### src/rtl/dcache_defines.svh
`ifndef DCACHE_DEFINES_SVH
`define DCACHE_DEFINES_SVH

// Data cache geometry
// Widths are in bits and sizes are in bytes

// Load/store word width
`define DC_DATA_WIDTH 32

// Physical address width
`define DC_ADDR_WIDTH 32

// Total capacity of the single way
`define DC_CACHE_SIZE 1024

// Cache line size
`define DC_LINE_SIZE 32

`endif

### src/rtl/dcache_types_pkg.sv
`include "dcache_defines.svh"

package dcache_types_pkg;

    localparam int DC_OFFSET_WIDTH = $clog2(`DC_LINE_SIZE);
    localparam int DC_NUM_LINES    = `DC_CACHE_SIZE / `DC_LINE_SIZE;
    localparam int DC_INDEX_WIDTH  = $clog2(DC_NUM_LINES);
    localparam int DC_TAG_WIDTH    = `DC_ADDR_WIDTH - DC_INDEX_WIDTH - DC_OFFSET_WIDTH;
    localparam int DC_LINE_BYTES   = `DC_LINE_SIZE;
    localparam int DC_LINE_WIDTH   = `DC_LINE_SIZE * 8;
    localparam int DC_WORD_BYTES   = `DC_DATA_WIDTH / 8;
    localparam int DC_LINE_WORDS   = `DC_LINE_SIZE / DC_WORD_BYTES;

    typedef logic [`DC_ADDR_WIDTH-1:0]  dc_addr_t;
    typedef logic [`DC_DATA_WIDTH-1:0]  dc_word_t;
    typedef logic [DC_TAG_WIDTH-1:0]    dc_tag_t;
    typedef logic [DC_INDEX_WIDTH-1:0]  dc_index_t;
    typedef logic [DC_OFFSET_WIDTH-1:0] dc_offset_t;
    typedef logic [DC_LINE_WIDTH-1:0]   dc_line_t;
    typedef logic [DC_LINE_BYTES-1:0]   dc_line_be_t;

    // Raw encoding of the LSU function as it travels down the pipeline
    typedef logic [2:0] dc_func_t;

    typedef struct packed {
        logic        valid;
        logic        store;
        logic        fill;
        dc_func_t    func;
        dc_tag_t     tag;
        dc_index_t   index;
        dc_offset_t  offset;
        dc_line_t    data;
        dc_line_be_t be;
        logic        dirty;
    } dc_stage0_t;

    typedef struct packed {
        logic     valid;
        logic     dirty;
        dc_tag_t  tag;
        dc_line_t data;
    } dc_cache_rd_t;

    typedef struct packed {
        logic        en;
        dc_index_t   index;
        logic        valid;
        logic        dirty;
        dc_tag_t     tag;
        dc_line_t    data;
        dc_line_be_t be;
    } dc_cache_wr_t;

    typedef struct packed {
        logic     valid;
        logic     dirty;
        dc_addr_t addr;
        dc_line_t data;
    } dc_victim_t;

    // Overlay the enabled bytes of wdata on base
    function automatic dc_line_t dc_merge_line(dc_line_t base, dc_line_t wdata, dc_line_be_t be);
        dc_line_t merged;
        merged = base;
        for (int b = 0; b < DC_LINE_BYTES; b++) begin
            if (be[b]) begin
                merged[b*8 +: 8] = wdata[b*8 +: 8];
            end
        end
        return merged;
    endfunction

endpackage

### src/rtl/lsu_pkg.sv
package lsu_pkg;

    import dcache_types_pkg::*;

    // Loads first, then stores
    typedef enum logic [2:0] {
        LSU_FUNC_LB  = 3'd0,
        LSU_FUNC_LH  = 3'd1,
        LSU_FUNC_LW  = 3'd2,
        LSU_FUNC_LBU = 3'd3,
        LSU_FUNC_LHU = 3'd4,
        LSU_FUNC_SB  = 3'd5,
        LSU_FUNC_SH  = 3'd6,
        LSU_FUNC_SW  = 3'd7
    } lsu_func_e;

    typedef struct packed {
        logic      valid;
        logic      fill;
        lsu_func_e func;
        dc_addr_t  addr;
        dc_word_t  data;
        dc_line_t  fill_data;
        logic      fill_dirty;
    } dc_req_t;

    typedef struct packed {
        logic       valid;
        logic       hit;
        dc_word_t   data;
        dc_victim_t victim;
    } dc_resp_t;

endpackage

### src/rtl/dcache_d1.sv
`timescale 1ns/1ps

module dcache_d1 import dcache_types_pkg::*, lsu_pkg::*; (
    input  logic         clk,
    input  logic         i_rst_n,
    input  dc_stage0_t   i_stage0,
    input  dc_cache_rd_t i_cache_rd,
    output dc_cache_wr_t o_cache_wr,
    output dc_resp_t     o_resp
);

    lsu_func_e    func;
    logic         bypass;
    logic         eff_valid;
    logic         eff_dirty;
    dc_tag_t      eff_tag;
    dc_line_t     eff_data;
    logic         hit;
    logic         is_load;
    logic         victim_valid;
    dc_word_t     ld_word;
    logic [7:0]   ld_byte;
    logic [15:0]  ld_half;
    dc_word_t     load_data;
    dc_cache_wr_t wr_d;
    dc_resp_t     resp_d;

    assign func    = lsu_func_e'(i_stage0.func);
    assign is_load = !i_stage0.store && !i_stage0.fill;

    // The RAM was read before our own pending write landed, so lay that write over it
    assign bypass    = o_cache_wr.en && (o_cache_wr.index == i_stage0.index);
    assign eff_valid = bypass ? o_cache_wr.valid : i_cache_rd.valid;
    assign eff_dirty = bypass ? o_cache_wr.dirty : i_cache_rd.dirty;
    assign eff_tag   = bypass ? o_cache_wr.tag : i_cache_rd.tag;
    assign eff_data  = bypass ? dc_merge_line(i_cache_rd.data, o_cache_wr.data, o_cache_wr.be)
                              : i_cache_rd.data;

    assign hit = eff_valid && (eff_tag == i_stage0.tag);

    assign ld_word = eff_data[{i_stage0.offset[DC_OFFSET_WIDTH-1:2], 5'b00000} +: 32];
    assign ld_byte = ld_word[{i_stage0.offset[1:0], 3'b000} +: 8];
    assign ld_half = ld_word[{i_stage0.offset[1], 4'b0000} +: 16];

    always_comb begin
        case (func)
            LSU_FUNC_LB:  load_data = {{24{ld_byte[7]}}, ld_byte};
            LSU_FUNC_LBU: load_data = {24'b0, ld_byte};
            LSU_FUNC_LH:  load_data = {{16{ld_half[15]}}, ld_half};
            LSU_FUNC_LHU: load_data = {16'b0, ld_half};
            default:      load_data = ld_word;
        endcase
    end

    // Stage 0 already placed the bytes and mask, so store and fill share one write
    always_comb begin
        wr_d.en    = i_stage0.valid && (i_stage0.fill || (i_stage0.store && hit));
        wr_d.index = i_stage0.index;
        wr_d.valid = 1'b1;
        wr_d.dirty = i_stage0.fill ? i_stage0.dirty : 1'b1;
        wr_d.tag   = i_stage0.tag;
        wr_d.data  = i_stage0.data;
        wr_d.be    = i_stage0.be;
    end

    assign victim_valid = i_stage0.valid && i_stage0.fill && eff_valid;

    always_comb begin
        resp_d.valid        = i_stage0.valid;
        resp_d.hit          = i_stage0.valid && hit;
        resp_d.data         = (i_stage0.valid && is_load && hit) ? load_data : '0;
        resp_d.victim.valid = victim_valid;
        resp_d.victim.dirty = victim_valid && eff_dirty;
        // The victim address is the old tag and the index with a zero offset
        resp_d.victim.addr  = victim_valid ?
                              {eff_tag, i_stage0.index, {DC_OFFSET_WIDTH{1'b0}}} : '0;
        resp_d.victim.data  = victim_valid ? eff_data : '0;
    end

    always_ff @(posedge clk or negedge i_rst_n) begin
        if (!i_rst_n) begin
            o_cache_wr <= '0;
            o_resp     <= '0;
        end else begin
            o_cache_wr <= wr_d;
            o_resp     <= resp_d;
        end
    end

    a_wr_from_valid: assert property (@(posedge clk) disable iff (!i_rst_n)
        o_cache_wr.en |-> $past(i_stage0.valid))
        else $error("Cache write without a valid request");

    a_hit_needs_valid: assert property (@(posedge clk) disable iff (!i_rst_n)
        !o_resp.valid |-> !o_resp.hit)
        else $error("Response hit set on an idle cycle");

endmodule

### config.mk
export PLATFORM = sky130hd
export DESIGN_NAME = dcache_d1
export DESIGN_NICKNAME = d
export VERILOG_FILES = /design/src/rtl/dcache_types_pkg.sv /design/src/rtl/lsu_pkg.sv /design/src/rtl/dcache_d1.sv
export VERILOG_INCLUDE_DIRS = /design/src /design/src/rtl
export SDC_FILE = /design/constraint.sdc
export NUM_CORES = 1
export LEC_CHECK = 0
export BUFFER_PORTS_ARGS = -buffer_cell sky130_fd_sc_hd__buf_4
export CORE_AREA = 2 2 486 488
export DETAILED_ROUTE_END_ITERATION = 8
export DIE_AREA = 0 0 488 490
export GPL_TIMING_DRIVEN = 0
export PLACE_DENSITY = 0.33
export SYNTH_ARGS = -nofsm -noshare
export SYNTH_HDL_FRONTEND = slang
export SYNTH_SLANG_ARGS = --single-unit
### constraint.sdc
create_clock -name clk -period 4 [get_ports clk]
set_input_delay 1 -clock clk [delete_from_list [all_inputs] [get_ports clk]]
set_output_delay 1 -clock clk [all_outputs]
set_load 0.05 [all_outputs]
# Yosys cells after proc, flatten, opt, wreduce, memory -nomap -nowiden
# Cells that the tools add are included.
[word_totals]
reg_bits = 642
out_inout_bits = 642
wordCells = 78
[classes]
eq_ne = 5
shift = 3
n_mux = 41
reduce_logical = 15
[op_table]
columns = ["cell", "n"]
rows = [
  ["$mux 256", 2],
  ["$mux 8", 32],
  ["$shiftx 256x9->32", 1],
  ["$pmux 32 s4", 1],
  ["$mux 32", 2],
  ["$shiftx 32x6->16", 1],
  ["$shiftx 32x6->8", 1],
  ["$eq 22x22->1", 1],
  ["$mux 22", 1],
  ["$logic_and 1x1->1", 11],
  ["$eq 5x5->1", 1],
  ["$eq 3x1->1 const B", 1],
  ["$eq 3x2->1 const B", 1],
  ["$eq 3x3->1 const B", 1],
  ["$logic_not 3->1", 1],
  ["$mux 1", 3],
  ["$logic_not 1->1", 2],
  ["$logic_or 1x1->1", 1],
]

# Longest topological paths before layout
[depth]
word_depth = 8
ltp_mapped = 14
mapped_depth_nobuf = 10

# Least setup slack after synthesis
# No wires, ideal clock.
[synth_timing]
kind = "input-to-reg"
startpoint = "in i_stage0[298] (netlist bit)"
endpoint = "reg o_resp[311] (netlist bit)"
arrival_ps = 3337
t_required_ps = 3883
slack_ps = 546
cell_stages = 13
path_cell_list = "xnor2_1 and4_1 buf_6 buf_6 nand3_1 buf_2 o311ai_0 o221ai_1 o211ai_2 a21oi_2 o31ai_4 buf_6 nor2_2"
[synth_lines]
columns = ["item", "line_no", "source"]
rows = [
  ["from (decl)", "dcache_d1.sv:6", "input dc_stage0_t i_stage0,"],
  ["to (signal assigned)", "dcache_d1.sv:86", "o_resp <= resp_d;"],
  ["to (decl)", "dcache_d1.sv:9", "output dc_resp_t o_resp"],
]

==> results_dict.tcl <==
set metrics [dict create \
    final_util 0.181 \
    insertion_delay_ns 0.74 \
    synth_top_area_frac 0.662 \
    fin_skew_ns 0.0424 \
    cts_tree "yes" \
    worstPathRequired_ns 4.63 \
    layout_common_cells "buf_4 (1283), dfrtp_1 (636), nor2_1 (292)" \
    cts_root_buf "clkbuf_16" \
    numCtsBuffers 92 \
    synth_ff_type "dfrtp_1" \
    slew_viol_final 0 \
    portBuffers 1243 \
    critPathKind "in -> reg" \
    critical_path_arrival_ns 4.61 \
    worst_slew_pin_slew_ns 1.38 \
    die_area_um2 239000 \
    nets 3765 \
    synthTopCellsByArea "dfrtp_1 (66%), mux2i_1 (11%), mux4_2 (5.2%), nor2_1 (4.6%), nand2_1 (1.2%)" \
    drt_iter0_drc 1189 \
    startpoint_type "primary input" \
    drive_gt1_frac 0.526 \
    drc 0 \
    yosysTopAreaCell "dfrtp_1" \
    yosys_register_bits 637 \
    synth_area_um2 24100 \
    end_kind "register" \
    path_clk_slew_ns 0.06 \
    fin_crit_ns 3.97 \
    core_area_um2 234000 \
    async_flop_share 1.00 \
    period_share 0.994 \
    holdWs_ns 0.259 \
    cts.sinks 637 \
    worst_slack_ns 0.0254 \
    post_dp_cell_area_um2 37600 \
    synth_cells 1765 \
    first_pass_iters 5 \
    status "finished clean" \
    dpl.hpwl_um 183000 \
    vias 21200 \
    hold_viol_final 0 \
    grt_usage 0.176 \
    drt_wl_total_um 216000 \
    dpl.cell_count 6172 \
    seq_area_frac_synth 0.662 \
    syn_area_per_cell_um2 13.6 \
    antenna_left 0 \
    globalplace.congestion 0.859 \
    holdBufCountCts 0 \
    grt_pass1_wl_um 269000 \
    drt-vias-per-instance 3.31 \
    crit_path_max_fanout 10 \
    grt.overflow.total 0 \
    ctsLongestPathBuffers 3 \
    setup_viol 0 \
    antenna_found_initial 58 \
    p_leak_nw 20.4 \
    synth-edff-count 0 \
    stdcell_count 6400 \
    ys_types 72 \
    wl_per_cell_um 33.8 \
    ir_drop_mv 0.324 \
    h-tree-depth 3 \
    maxSlewHeadroom 0.0807 \
    fmax_ghz 0.252 \
    area_delta_synth_final_pct 75.6 \
    finalPower_mw 19.3 \
    layout_commonest_cell "buf_4" \
    start_util 0.103 \
    std_cell_rows 178 \
    setup_tns_ns 0 \
    grt_max_degree 106 \
    die_h_um 490 \
    fp.dieW_um 488 \
    place_ws_ns -3.36 \
    io_pins 1251 \
    r2r_slack_ns 0.08 \
    pwr_density_cell_nw_per_um2 456 \
    hold_path_class "in -> async" \
    grt_pass1_vias 23200 \
    cap_violations 0 \
    yosysWarnings 0 \
    stdcell_area_um2 42300 \
]
final timing paths:
path	from	end	cells past startpoint
setup / recovery	i_stage0[297]	o_resp[290]	13
hold reg to reg	o_cache_wr[156]	o_resp[124]	2
setup reg to reg	o_cache_wr[312]	o_resp[290]	11
min in group clk	i_stage0[276]	o_cache_wr[275]	1
max in group asynchronous	i_rst_n	o_cache_wr[67]	3
hold / removal	i_rst_n	o_resp[158]	1
metal layers:
metal | wire (um) | vias to the layer above | global-route usage
met3 | 18200 | 214 | 0.0609
met2 | 107000 | 1083 | 0.308
met5 | 27 | - | 0
li1 | - | 8966 | -
met1 | 85800 | 10900 | 0.205
met4 | 4720 | 4 | 0.0368
cell usage after synthesis (5+ instances only):
master and count:
a21oi_1 51, a22oi_1 6, a31oi_1 9, a32oi_1 5, and2_1 17, and3_1 20, buf_1 11, buf_2 15
buf_4 8, buf_6 10, clkbuf_1 46, dfrtp_1 637, inv_1 25, mux2i_1 267, mux4_2 56, nand2_1 74
nand2b_1 16, nand3_1 22, nand3_2 8, nand4_1 6, nor2_1 296, nor2_2 11, nor3_1 5, o21a_1 8
o21ai_0 16, o22ai_1 18, o31ai_1 11, xnor2_1 13
logic make-up (layout without fill, tap and decap cells):
logic type | Yosys count | count (layout) | share of synthesized area
buffers and inverters | 120 | 1587 | 0.0250
and+or+nand+nor | 498 | 498 | 0.0936
xor gates and xnor gates | 17 | 17 | 0.00650
AOI/OAI and AO/OA | 164 | 164 | 0.0472
DFF | 637 | 637 | 0.662
other | 2 | 20 | 0.000312
muxes | 327 | 327 | 0.165
state kept, by name, indices dropped and copies added (netlist names):
register and cells:
o_resp 319, o_cache_wr 318
power breakdown:
| part | leakage (nW) | switching, mW | internal [mW] |
|---|---|---|---|
| Combinational | 10.7 | 2.27 | 1.08 |
| Sequential | 8.09 | 0.204 | 6.69 |
| Clock | 1.60 | 3.68 | 5.36 |
worst max-delay path: stages:
cell	delay (ns)
buf_4	0.13
nand2b_1	0.21
and3_2	0.26
buf_12	0.16
buf_16	0.19
nand3_1	0.09
buf_2	0.43
mux2i_1	0.40
mux4_2	0.69
mux2i_2	0.39
o21a_1	0.19
o21ai_1	0.10
a21oi_2	0.27
area by class of cell:
cell class	count	area, um2
buffer	92	697
tap	3150	3940
inverter	28	110
sequential	637	15900
multi-input combinational	1012	8270
fill	25900	192000
timing repair buffer	1293	10000
clock buffer	131	2640
clock inverter	43	638
antenna	14	35.0
what timing repair did:
action                                  4_1_cts  5_1_grt
buffers inserted                             32        8
pin swaps                                    15        6
gates resized for setup                     182       27
endpoints found under the setup margin      292       67
No activity file was read; power rests on OpenSTA's default activity.
