--- src/rtl/dcache_defines.svh ---
`ifndef DCACHE_DEFINES_SVH
`define DCACHE_DEFINES_SVH

// Data cache geometry
// Widths are in bits and sizes are in bytes

// Load/store word width
`define DC_DATA_WIDTH 32

// Physical address width
`define DC_ADDR_WIDTH 32

// Total capacity of the single way
`define DC_CACHE_SIZE 1024

// Cache line size
`define DC_LINE_SIZE 32

`endif

--- src/rtl/dcache_types_pkg.sv ---
`include "dcache_defines.svh"

package dcache_types_pkg;

    localparam int DC_OFFSET_WIDTH = $clog2(`DC_LINE_SIZE);
    localparam int DC_NUM_LINES    = `DC_CACHE_SIZE / `DC_LINE_SIZE;
    localparam int DC_INDEX_WIDTH  = $clog2(DC_NUM_LINES);
    localparam int DC_TAG_WIDTH    = `DC_ADDR_WIDTH - DC_INDEX_WIDTH - DC_OFFSET_WIDTH;
    localparam int DC_LINE_BYTES   = `DC_LINE_SIZE;
    localparam int DC_LINE_WIDTH   = `DC_LINE_SIZE * 8;
    localparam int DC_WORD_BYTES   = `DC_DATA_WIDTH / 8;
    localparam int DC_LINE_WORDS   = `DC_LINE_SIZE / DC_WORD_BYTES;

    typedef logic [`DC_ADDR_WIDTH-1:0]  dc_addr_t;
    typedef logic [`DC_DATA_WIDTH-1:0]  dc_word_t;
    typedef logic [DC_TAG_WIDTH-1:0]    dc_tag_t;
    typedef logic [DC_INDEX_WIDTH-1:0]  dc_index_t;
    typedef logic [DC_OFFSET_WIDTH-1:0] dc_offset_t;
    typedef logic [DC_LINE_WIDTH-1:0]   dc_line_t;
    typedef logic [DC_LINE_BYTES-1:0]   dc_line_be_t;

    // Raw encoding of the LSU function as it travels down the pipeline
    typedef logic [2:0] dc_func_t;

    typedef struct packed {
        logic        valid;
        logic        store;
        logic        fill;
        dc_func_t    func;
        dc_tag_t     tag;
        dc_index_t   index;
        dc_offset_t  offset;
        dc_line_t    data;
        dc_line_be_t be;
        logic        dirty;
    } dc_stage0_t;

    typedef struct packed {
        logic     valid;
        logic     dirty;
        dc_tag_t  tag;
        dc_line_t data;
    } dc_cache_rd_t;

    typedef struct packed {
        logic        en;
        dc_index_t   index;
        logic        valid;
        logic        dirty;
        dc_tag_t     tag;
        dc_line_t    data;
        dc_line_be_t be;
    } dc_cache_wr_t;

    typedef struct packed {
        logic     valid;
        logic     dirty;
        dc_addr_t addr;
        dc_line_t data;
    } dc_victim_t;

    // Overlay the enabled bytes of wdata on base
    function automatic dc_line_t dc_merge_line(dc_line_t base, dc_line_t wdata, dc_line_be_t be);
        dc_line_t merged;
        merged = base;
        for (int b = 0; b < DC_LINE_BYTES; b++) begin
            if (be[b]) begin
                merged[b*8 +: 8] = wdata[b*8 +: 8];
            end
        end
        return merged;
    endfunction

endpackage

--- src/rtl/lsu_pkg.sv ---
package lsu_pkg;

    import dcache_types_pkg::*;

    // Loads first, then stores
    typedef enum logic [2:0] {
        LSU_FUNC_LB  = 3'd0,
        LSU_FUNC_LH  = 3'd1,
        LSU_FUNC_LW  = 3'd2,
        LSU_FUNC_LBU = 3'd3,
        LSU_FUNC_LHU = 3'd4,
        LSU_FUNC_SB  = 3'd5,
        LSU_FUNC_SH  = 3'd6,
        LSU_FUNC_SW  = 3'd7
    } lsu_func_e;

    typedef struct packed {
        logic      valid;
        logic      fill;
        lsu_func_e func;
        dc_addr_t  addr;
        dc_word_t  data;
        dc_line_t  fill_data;
        logic      fill_dirty;
    } dc_req_t;

    typedef struct packed {
        logic       valid;
        logic       hit;
        dc_word_t   data;
        dc_victim_t victim;
    } dc_resp_t;

endpackage

--- src/rtl/dcache_d0.sv ---
`timescale 1ns/1ps

module dcache_d0 import dcache_types_pkg::*, lsu_pkg::*; (
    input  logic       clk,
    input  logic       i_rst_n,
    input  dc_req_t    i_req,
    output dc_stage0_t o_stage0
);

    dc_tag_t                  tag;
    dc_index_t                index;
    dc_offset_t               offset;
    logic                     store;
    logic [DC_WORD_BYTES-1:0] size_be;
    dc_line_t                 store_line;
    dc_line_t                 line_data;
    dc_line_be_t              line_be;

    assign {tag, index, offset} = i_req.addr;
    assign store = i_req.func inside {LSU_FUNC_SB, LSU_FUNC_SH, LSU_FUNC_SW};

    // Access size as a byte select, and the store data copied into every lane of that size
    always_comb begin
        case (i_req.func)
            LSU_FUNC_LB, LSU_FUNC_LBU, LSU_FUNC_SB: begin
                size_be    = 4'b0001;
                store_line = {DC_LINE_BYTES{i_req.data[7:0]}};
            end
            LSU_FUNC_LH, LSU_FUNC_LHU, LSU_FUNC_SH: begin
                size_be    = 4'b0011;
                store_line = {(DC_LINE_BYTES/2){i_req.data[15:0]}};
            end
            default: begin
                size_be    = 4'b1111;
                store_line = {DC_LINE_WORDS{i_req.data}};
            end
        endcase
    end

    // A fill replaces the whole line
    assign line_data = i_req.fill ? i_req.fill_data : store_line;
    assign line_be   = i_req.fill ? '1 : (dc_line_be_t'(size_be) << offset);

    always_ff @(posedge clk or negedge i_rst_n) begin
        if (!i_rst_n) begin
            o_stage0 <= '0;
        end else begin
            o_stage0.valid  <= i_req.valid;
            o_stage0.store  <= store;
            o_stage0.fill   <= i_req.fill;
            o_stage0.func   <= i_req.func;
            o_stage0.tag    <= tag;
            o_stage0.index  <= index;
            o_stage0.offset <= offset;
            o_stage0.data   <= line_data;
            o_stage0.be     <= line_be;
            o_stage0.dirty  <= i_req.fill_dirty;
        end
    end

    a_half_aligned: assert property (@(posedge clk) disable iff (!i_rst_n)
        i_req.valid && !i_req.fill && (i_req.func inside {LSU_FUNC_LH, LSU_FUNC_LHU, LSU_FUNC_SH})
        |-> i_req.addr[0] == 1'b0)
        else $error("Misaligned halfword access");

    a_word_aligned: assert property (@(posedge clk) disable iff (!i_rst_n)
        i_req.valid && !i_req.fill && (i_req.func inside {LSU_FUNC_LW, LSU_FUNC_SW})
        |-> i_req.addr[1:0] == 2'b00)
        else $error("Misaligned word access");

    a_fill_not_store: assert property (@(posedge clk) disable iff (!i_rst_n)
        i_req.valid && i_req.fill |-> !store)
        else $error("Fill request carries a store function");

endmodule

--- config.mk ---
export PLATFORM = sky130hd
export DESIGN_NAME = dcache_d0
export DESIGN_NICKNAME = d
export VERILOG_FILES = /design/src/rtl/dcache_types_pkg.sv /design/src/rtl/lsu_pkg.sv /design/src/rtl/dcache_d0.sv
export VERILOG_INCLUDE_DIRS = /design/src /design/src/rtl
export SDC_FILE = /design/constraint.sdc
export NUM_CORES = 1
export LEC_CHECK = 0
export BUFFER_PORTS_ARGS = -buffer_cell sky130_fd_sc_hd__buf_2
export CAP_MARGIN = 10
export CORE_AREA = 2 2 252 254
export DETAILED_ROUTE_END_ITERATION = 10
export DIE_AREA = 0 0 254 256
export HOLD_SLACK_MARGIN = 0.03
export SLEW_MARGIN = 20
export SYNTH_ARGS = -nofsm -noshare
export SYNTH_HDL_FRONTEND = slang
export SYNTH_SLANG_ARGS = --single-unit
--- constraint.sdc ---
create_clock -name clk -period 0.8 [get_ports clk]
set_input_delay 0.04 -clock clk [delete_from_list [all_inputs] [get_ports clk]]
set_output_delay 0.04 -clock clk [all_outputs]
set_load 0.05 [all_outputs]
### Word level (Yosys, flattened, before mapping)

Cells that the tools add are included.

| word-level totals | value |
|---|---|
| bits in registers | 327 |
| bits of input ports | 328 |

| cells by class | value |
|---|---|
| eq/ne operators | 6 |
| shift-type cells | 1 |
| multiplexer cells | 4 |
| reductions and logical operators | 4 |

Operator list:

| cell | count |
|---|---|
| 256-bit case mux with 2 select lines | 1 |
| 256-bit 2-to-1 mux | 1 |
| 32-bit 2-to-1 mux | 1 |
| 4-bit by 5-bit left shift with 32-bit output | 1 |
| 3-bit equality test (second input constant) | 4 |
| 4-bit case mux with 2 select lines | 1 |
| 3-bit OR reduction | 2 |
| 3-bit by 1-bit equality test with 1-bit output (second input constant) | 1 |
| 3-bit by 2-bit equality test with 1-bit output (second input constant) | 1 |
| 3-bit logical NOT | 1 |
| 3-bit nonzero test | 1 |

### Depth between registers and ports, before layout

| depth | value |
|---|---|
| depth after elaboration | 5 |
| mapped depth | 7 |

### Worst setup path after synthesis

No wires, ideal clock.

| path | value |
|---|---|
| kind | input to register |
| start | in i_req[321] (netlist name) |
| end | reg o_stage0[18] (netlist name) |
| data arrival time | 1189 ps |
| required time | 676 ps |
| slack | -513 ps |
| stages | 5 |
| path buffers | 1 |
| path through | buf_4 -> nor2b_1 -> or4_4 -> and2_1 -> a211o_1 |

| on the way | value |
|---|---|
| cells in the longest elaborated chain, start to end | 5 |
| elaborated cells on any way between the ends | 11 |

Ends and longest elaborated chain:

| item | RTL line | RTL |
|---|---|---|
| from (decl) | dcache_d0.sv:6 | `input dc_req_t i_req,` |
| 3-bit equality test (tied with other cells) | dcache_d0.sv:24 | `case (i_req.func)` |
| 3-bit OR reduction | dcache_d0.sv:24 |  |
| 4-bit case mux with 2 select lines (*) | dcache_d0.sv:24 |  |
| 4-bit by 5-bit left shift with 32-bit output (*) | dcache_d0.sv:42 | `assign line_be = i_req.fill ? '1 : (dc_line_be_t'(size_be) << offset);` |
| 32-bit 2-to-1 mux (*) | dcache_d0.sv:42 |  |
| net line_be[17] | dcache_d0.sv:17 | `dc_line_be_t line_be;` |
| to (decl) | dcache_d0.sv:7 | `output dc_stage0_t o_stage0` |

The timed path passes the listed nets; every way through them passes the cells marked *.

### Worst setup path in the final report

| path | value |
|---|---|
| start | reg o_stage0[222] (netlist name) |
| end | out o_stage0[222] (netlist name) |

No word-level cell between the ends.

==> results.md <==
- Status: finished, violations left
- Violated checks: setup timing
- Async SR Flop Fraction: 100%
- Delay of the slowest cell on the worst path: 0.44 ns
- Power Density: 2040 nW/um^2
- Vias in the first global route: 14,000
- Registers with the highest flip-flop counts: o_stage0: 327 flops
- Number of top-level pins: 655
- Max FFs per register: 327
- Path class of the lowest-slack min-delay path: input pin to flop
- Wire length of the first global-routing pass: 85,800 um
- Commonest cells after routing, fill and taps aside: buf_6, dfrtp_1, buf_2
- Initial antenna violation count: 15
- Crit Path Max Fanout: 1
- Count of different cell masters after synthesis: 53
- HPWL after detailed placement: 40,800 um
- Fraction of layout cells with a size suffix above 1: 45.1%
- Net count after synthesis: 1,370
- Detailed-router iteration count before antenna repair: 6
- Required time reported for the critical path endpoint: 0.76 ns
- Post-Synthesis Cell Area: 12,100 um^2
- Count of warnings emitted by yosys: 0
- CTS tree: yes
- Share of the core filled with cells: 40.1%
- Tightest Pin Transition: 0.384 ns
- Max layer used: met5
- Cell-by-cell trace of the critical path: buf_6
- Leading cell type in the layout, fill and taps excluded: buf_6
- Number of stages on the worst hold path: 5
- Hold Vio Cnt, Final: 0
- Static power due to leakage: 12.6 nW
- DR vias: 12,900
- Maximum achievable frequency: 826 MHz
- PortBufs: 654
- Total GRT Usage: 17.6%
- Slowest-stage cell, CP: dfrtp_1
- Layout filler cell count: 5,650
- Routed met1 length: 22,400 um
- Post-synth EDFFs: 0
- X dimension of the die: 254 um
- Row Count: 92
- Post-DR vias/cell: 4.23
- Net count, final: 2,496
- Vertical die dimension: 256 um
- DRT Wirelength: 59,700 um
- Register area share after synthesis: 67.5%
- Setup repair after global routing missed its margin: true
- Fraction of synthesized cell area taken by the top area cell type: 67.5%
- Critical path depth in cells: 1
- Fin Setup TNS: -106.91 ns
- Largest net degree at the start of global routing: 40
- Max_cap viols: 0
- Final slew viol count: 0
- Worst Setup Slack, final: -0.410 ns
- Final number of setup-violating endpoints: 377
- Core Footprint: 62,400 um^2
- Clock input transition at the sequential cells of the worst setup and hold paths: 0.06 ns
- Number of buffers inserted during clock tree synthesis: 37
- Buffering stage count on the worst path with inverters included: 1
- Type of the setup path with the least slack: flop to output pin
- Top reg by flops: o_stage0
- Gate count of the mapped netlist: 1,042
- Portion of the clock cycle consumed by the worst path in the final layout: 151%
- GRT overflow: 0
- DRC: 0
- Total Die Area: 65,000 um^2
- Setup crit start kind: flop
- Min cycle time layout: 1.21 ns
- Layout overhead on the synthesized area: 107%
- Data arrival time of the critical path: 1.17 ns
- Peak VDD IR: 1.75 mV
- Number of design-rule violations left by the first detailed-router iteration: 806
- Headroom to the max-slew limit: 74.4%
- Clk sinks: 327
- Most used DFF post-synth: dfrtp_1
- Met2 Wirelength: 29,500 um
- Library cell used as clock root buffer: clkbuf_16
- WL/cell: 19.6 um
- Antenna Violating Nets Remaining: 0
- Family with the most delay on the worst path: flip-flops
- Final estimated routing congestion in global placement: 0.867
- Post-Synthesis Mean Instance Area: 11.6 um^2
- Sum of met3 wire segment lengths after detailed routing: 4990 um
- CTS H-tree lvls: 2
- Starting density of the core: 19.4%
- Library cell occupying the most area in the post-synthesis netlist: dfrtp_1
- Area contributors post-synth: dfrtp_1, nand2_1, a21o_1
- Type of destination of the critical path: output pin
- Worst hold slack after final layout: 0.0357 ns
- Synthesis-stage register bit count: 327
- Number of buffers on the longest clock path: 3
per-stage QoR:
step,instance area (um^2),cells,setup slack (ns),total power [mW]
6_report,25000,3043,-0.410,51.0
5_1_grt,25000,3042,-0.433,52.9
4_1_cts,24500,3019,-0.455,50.9
3_5_place_dp,18000,2641,-1.04,30.8
3_3_place_gp,18000,2641,-1.01,30.7
2_1_floorplan,12400,1042,-0.497,26.0
cells by family (layout without fill, tap and decap cells):
| kind of cell | count (synthesis) | in the layout | share of synthesized area [%] |
|---|---|---|---|
| simple gates | 331 | 331 | 11.1 |
| flops | 327 | 327 | 67.5 |
| compound gates | 237 | 237 | 15.1 |
| buf+inv | 127 | 1277 | 4.55 |
| mux | 18 | 18 | 1.49 |
| xor+xnor | 2 | 2 | 0.269 |
| other cells | 0 | 5 | 0 |
routing by layer:
layer / global-route usage, % / vias up
met1: 19.5 / 6319
li1: - / 5683
met5: 0 / -
met4: 8.63 / 18
met3: 5.38 / 178
met2: 30.3 / 672
synthesized netlist by cell type (all sizes together), types with 2 or more instances:
master   count
a21o        82
a21oi       80
a221oi      18
a311oi       3
a31o         4
and2         5
buf         26
clkbuf      31
dfrtp      327
inv         70
mux2i       18
nand2      277
nand2b       3
nand3        8
nor2        19
nor2b        6
nor3         4
o21ai       26
o221ai       2
o2bb2ai      8
o31ai        2
or3b         2
path summary, 6_finish.rpt:
kind	start	to	slack (ns)
min in group asynchronous	i_rst_n	o_stage0[306]	0.10
max in group asynchronous	i_rst_n	o_stage0[64]	0.17
worst max-delay path	o_stage0[222]	o_stage0[222]	-0.41
worst min-delay path	i_req[268]	o_stage0[124]	0.04
layout make-up:
class                           instances  area (um^2)  share of cell area [%]
Sequential cell                       327         8180                    32.7
Tap cell                              846         1060                    4.23
Clock buffer                           46          980                    3.92
Clock inverter                         17          166                   0.665
Inverter                               70          263                    1.05
Timing Repair Buffer                 1144        10500                    41.9
Antenna cell                            5         12.5                  0.0500
Multi-Input combinational cell        588         3880                    15.5
where the power goes:
group / total, mW / switching, mW / internal, mW
Combinational: 15.8 / 9.39 / 6.40
Clock: 16.4 / 7.04 / 9.37
Sequential: 18.8 / 0.827 / 18.0
Total: 51.0 / 17.3 / 33.8
what timing repair did:
action,4_1_cts,5_1_grt
gates resized for setup,685,67
buffers inserted,15,20
hold endpoints to repair,636,35
pin swaps,13,22
hold buffers,301,1
gates cloned,0,1
endpoints found under the setup margin,550,568
(Power assumes the default switching activity.)
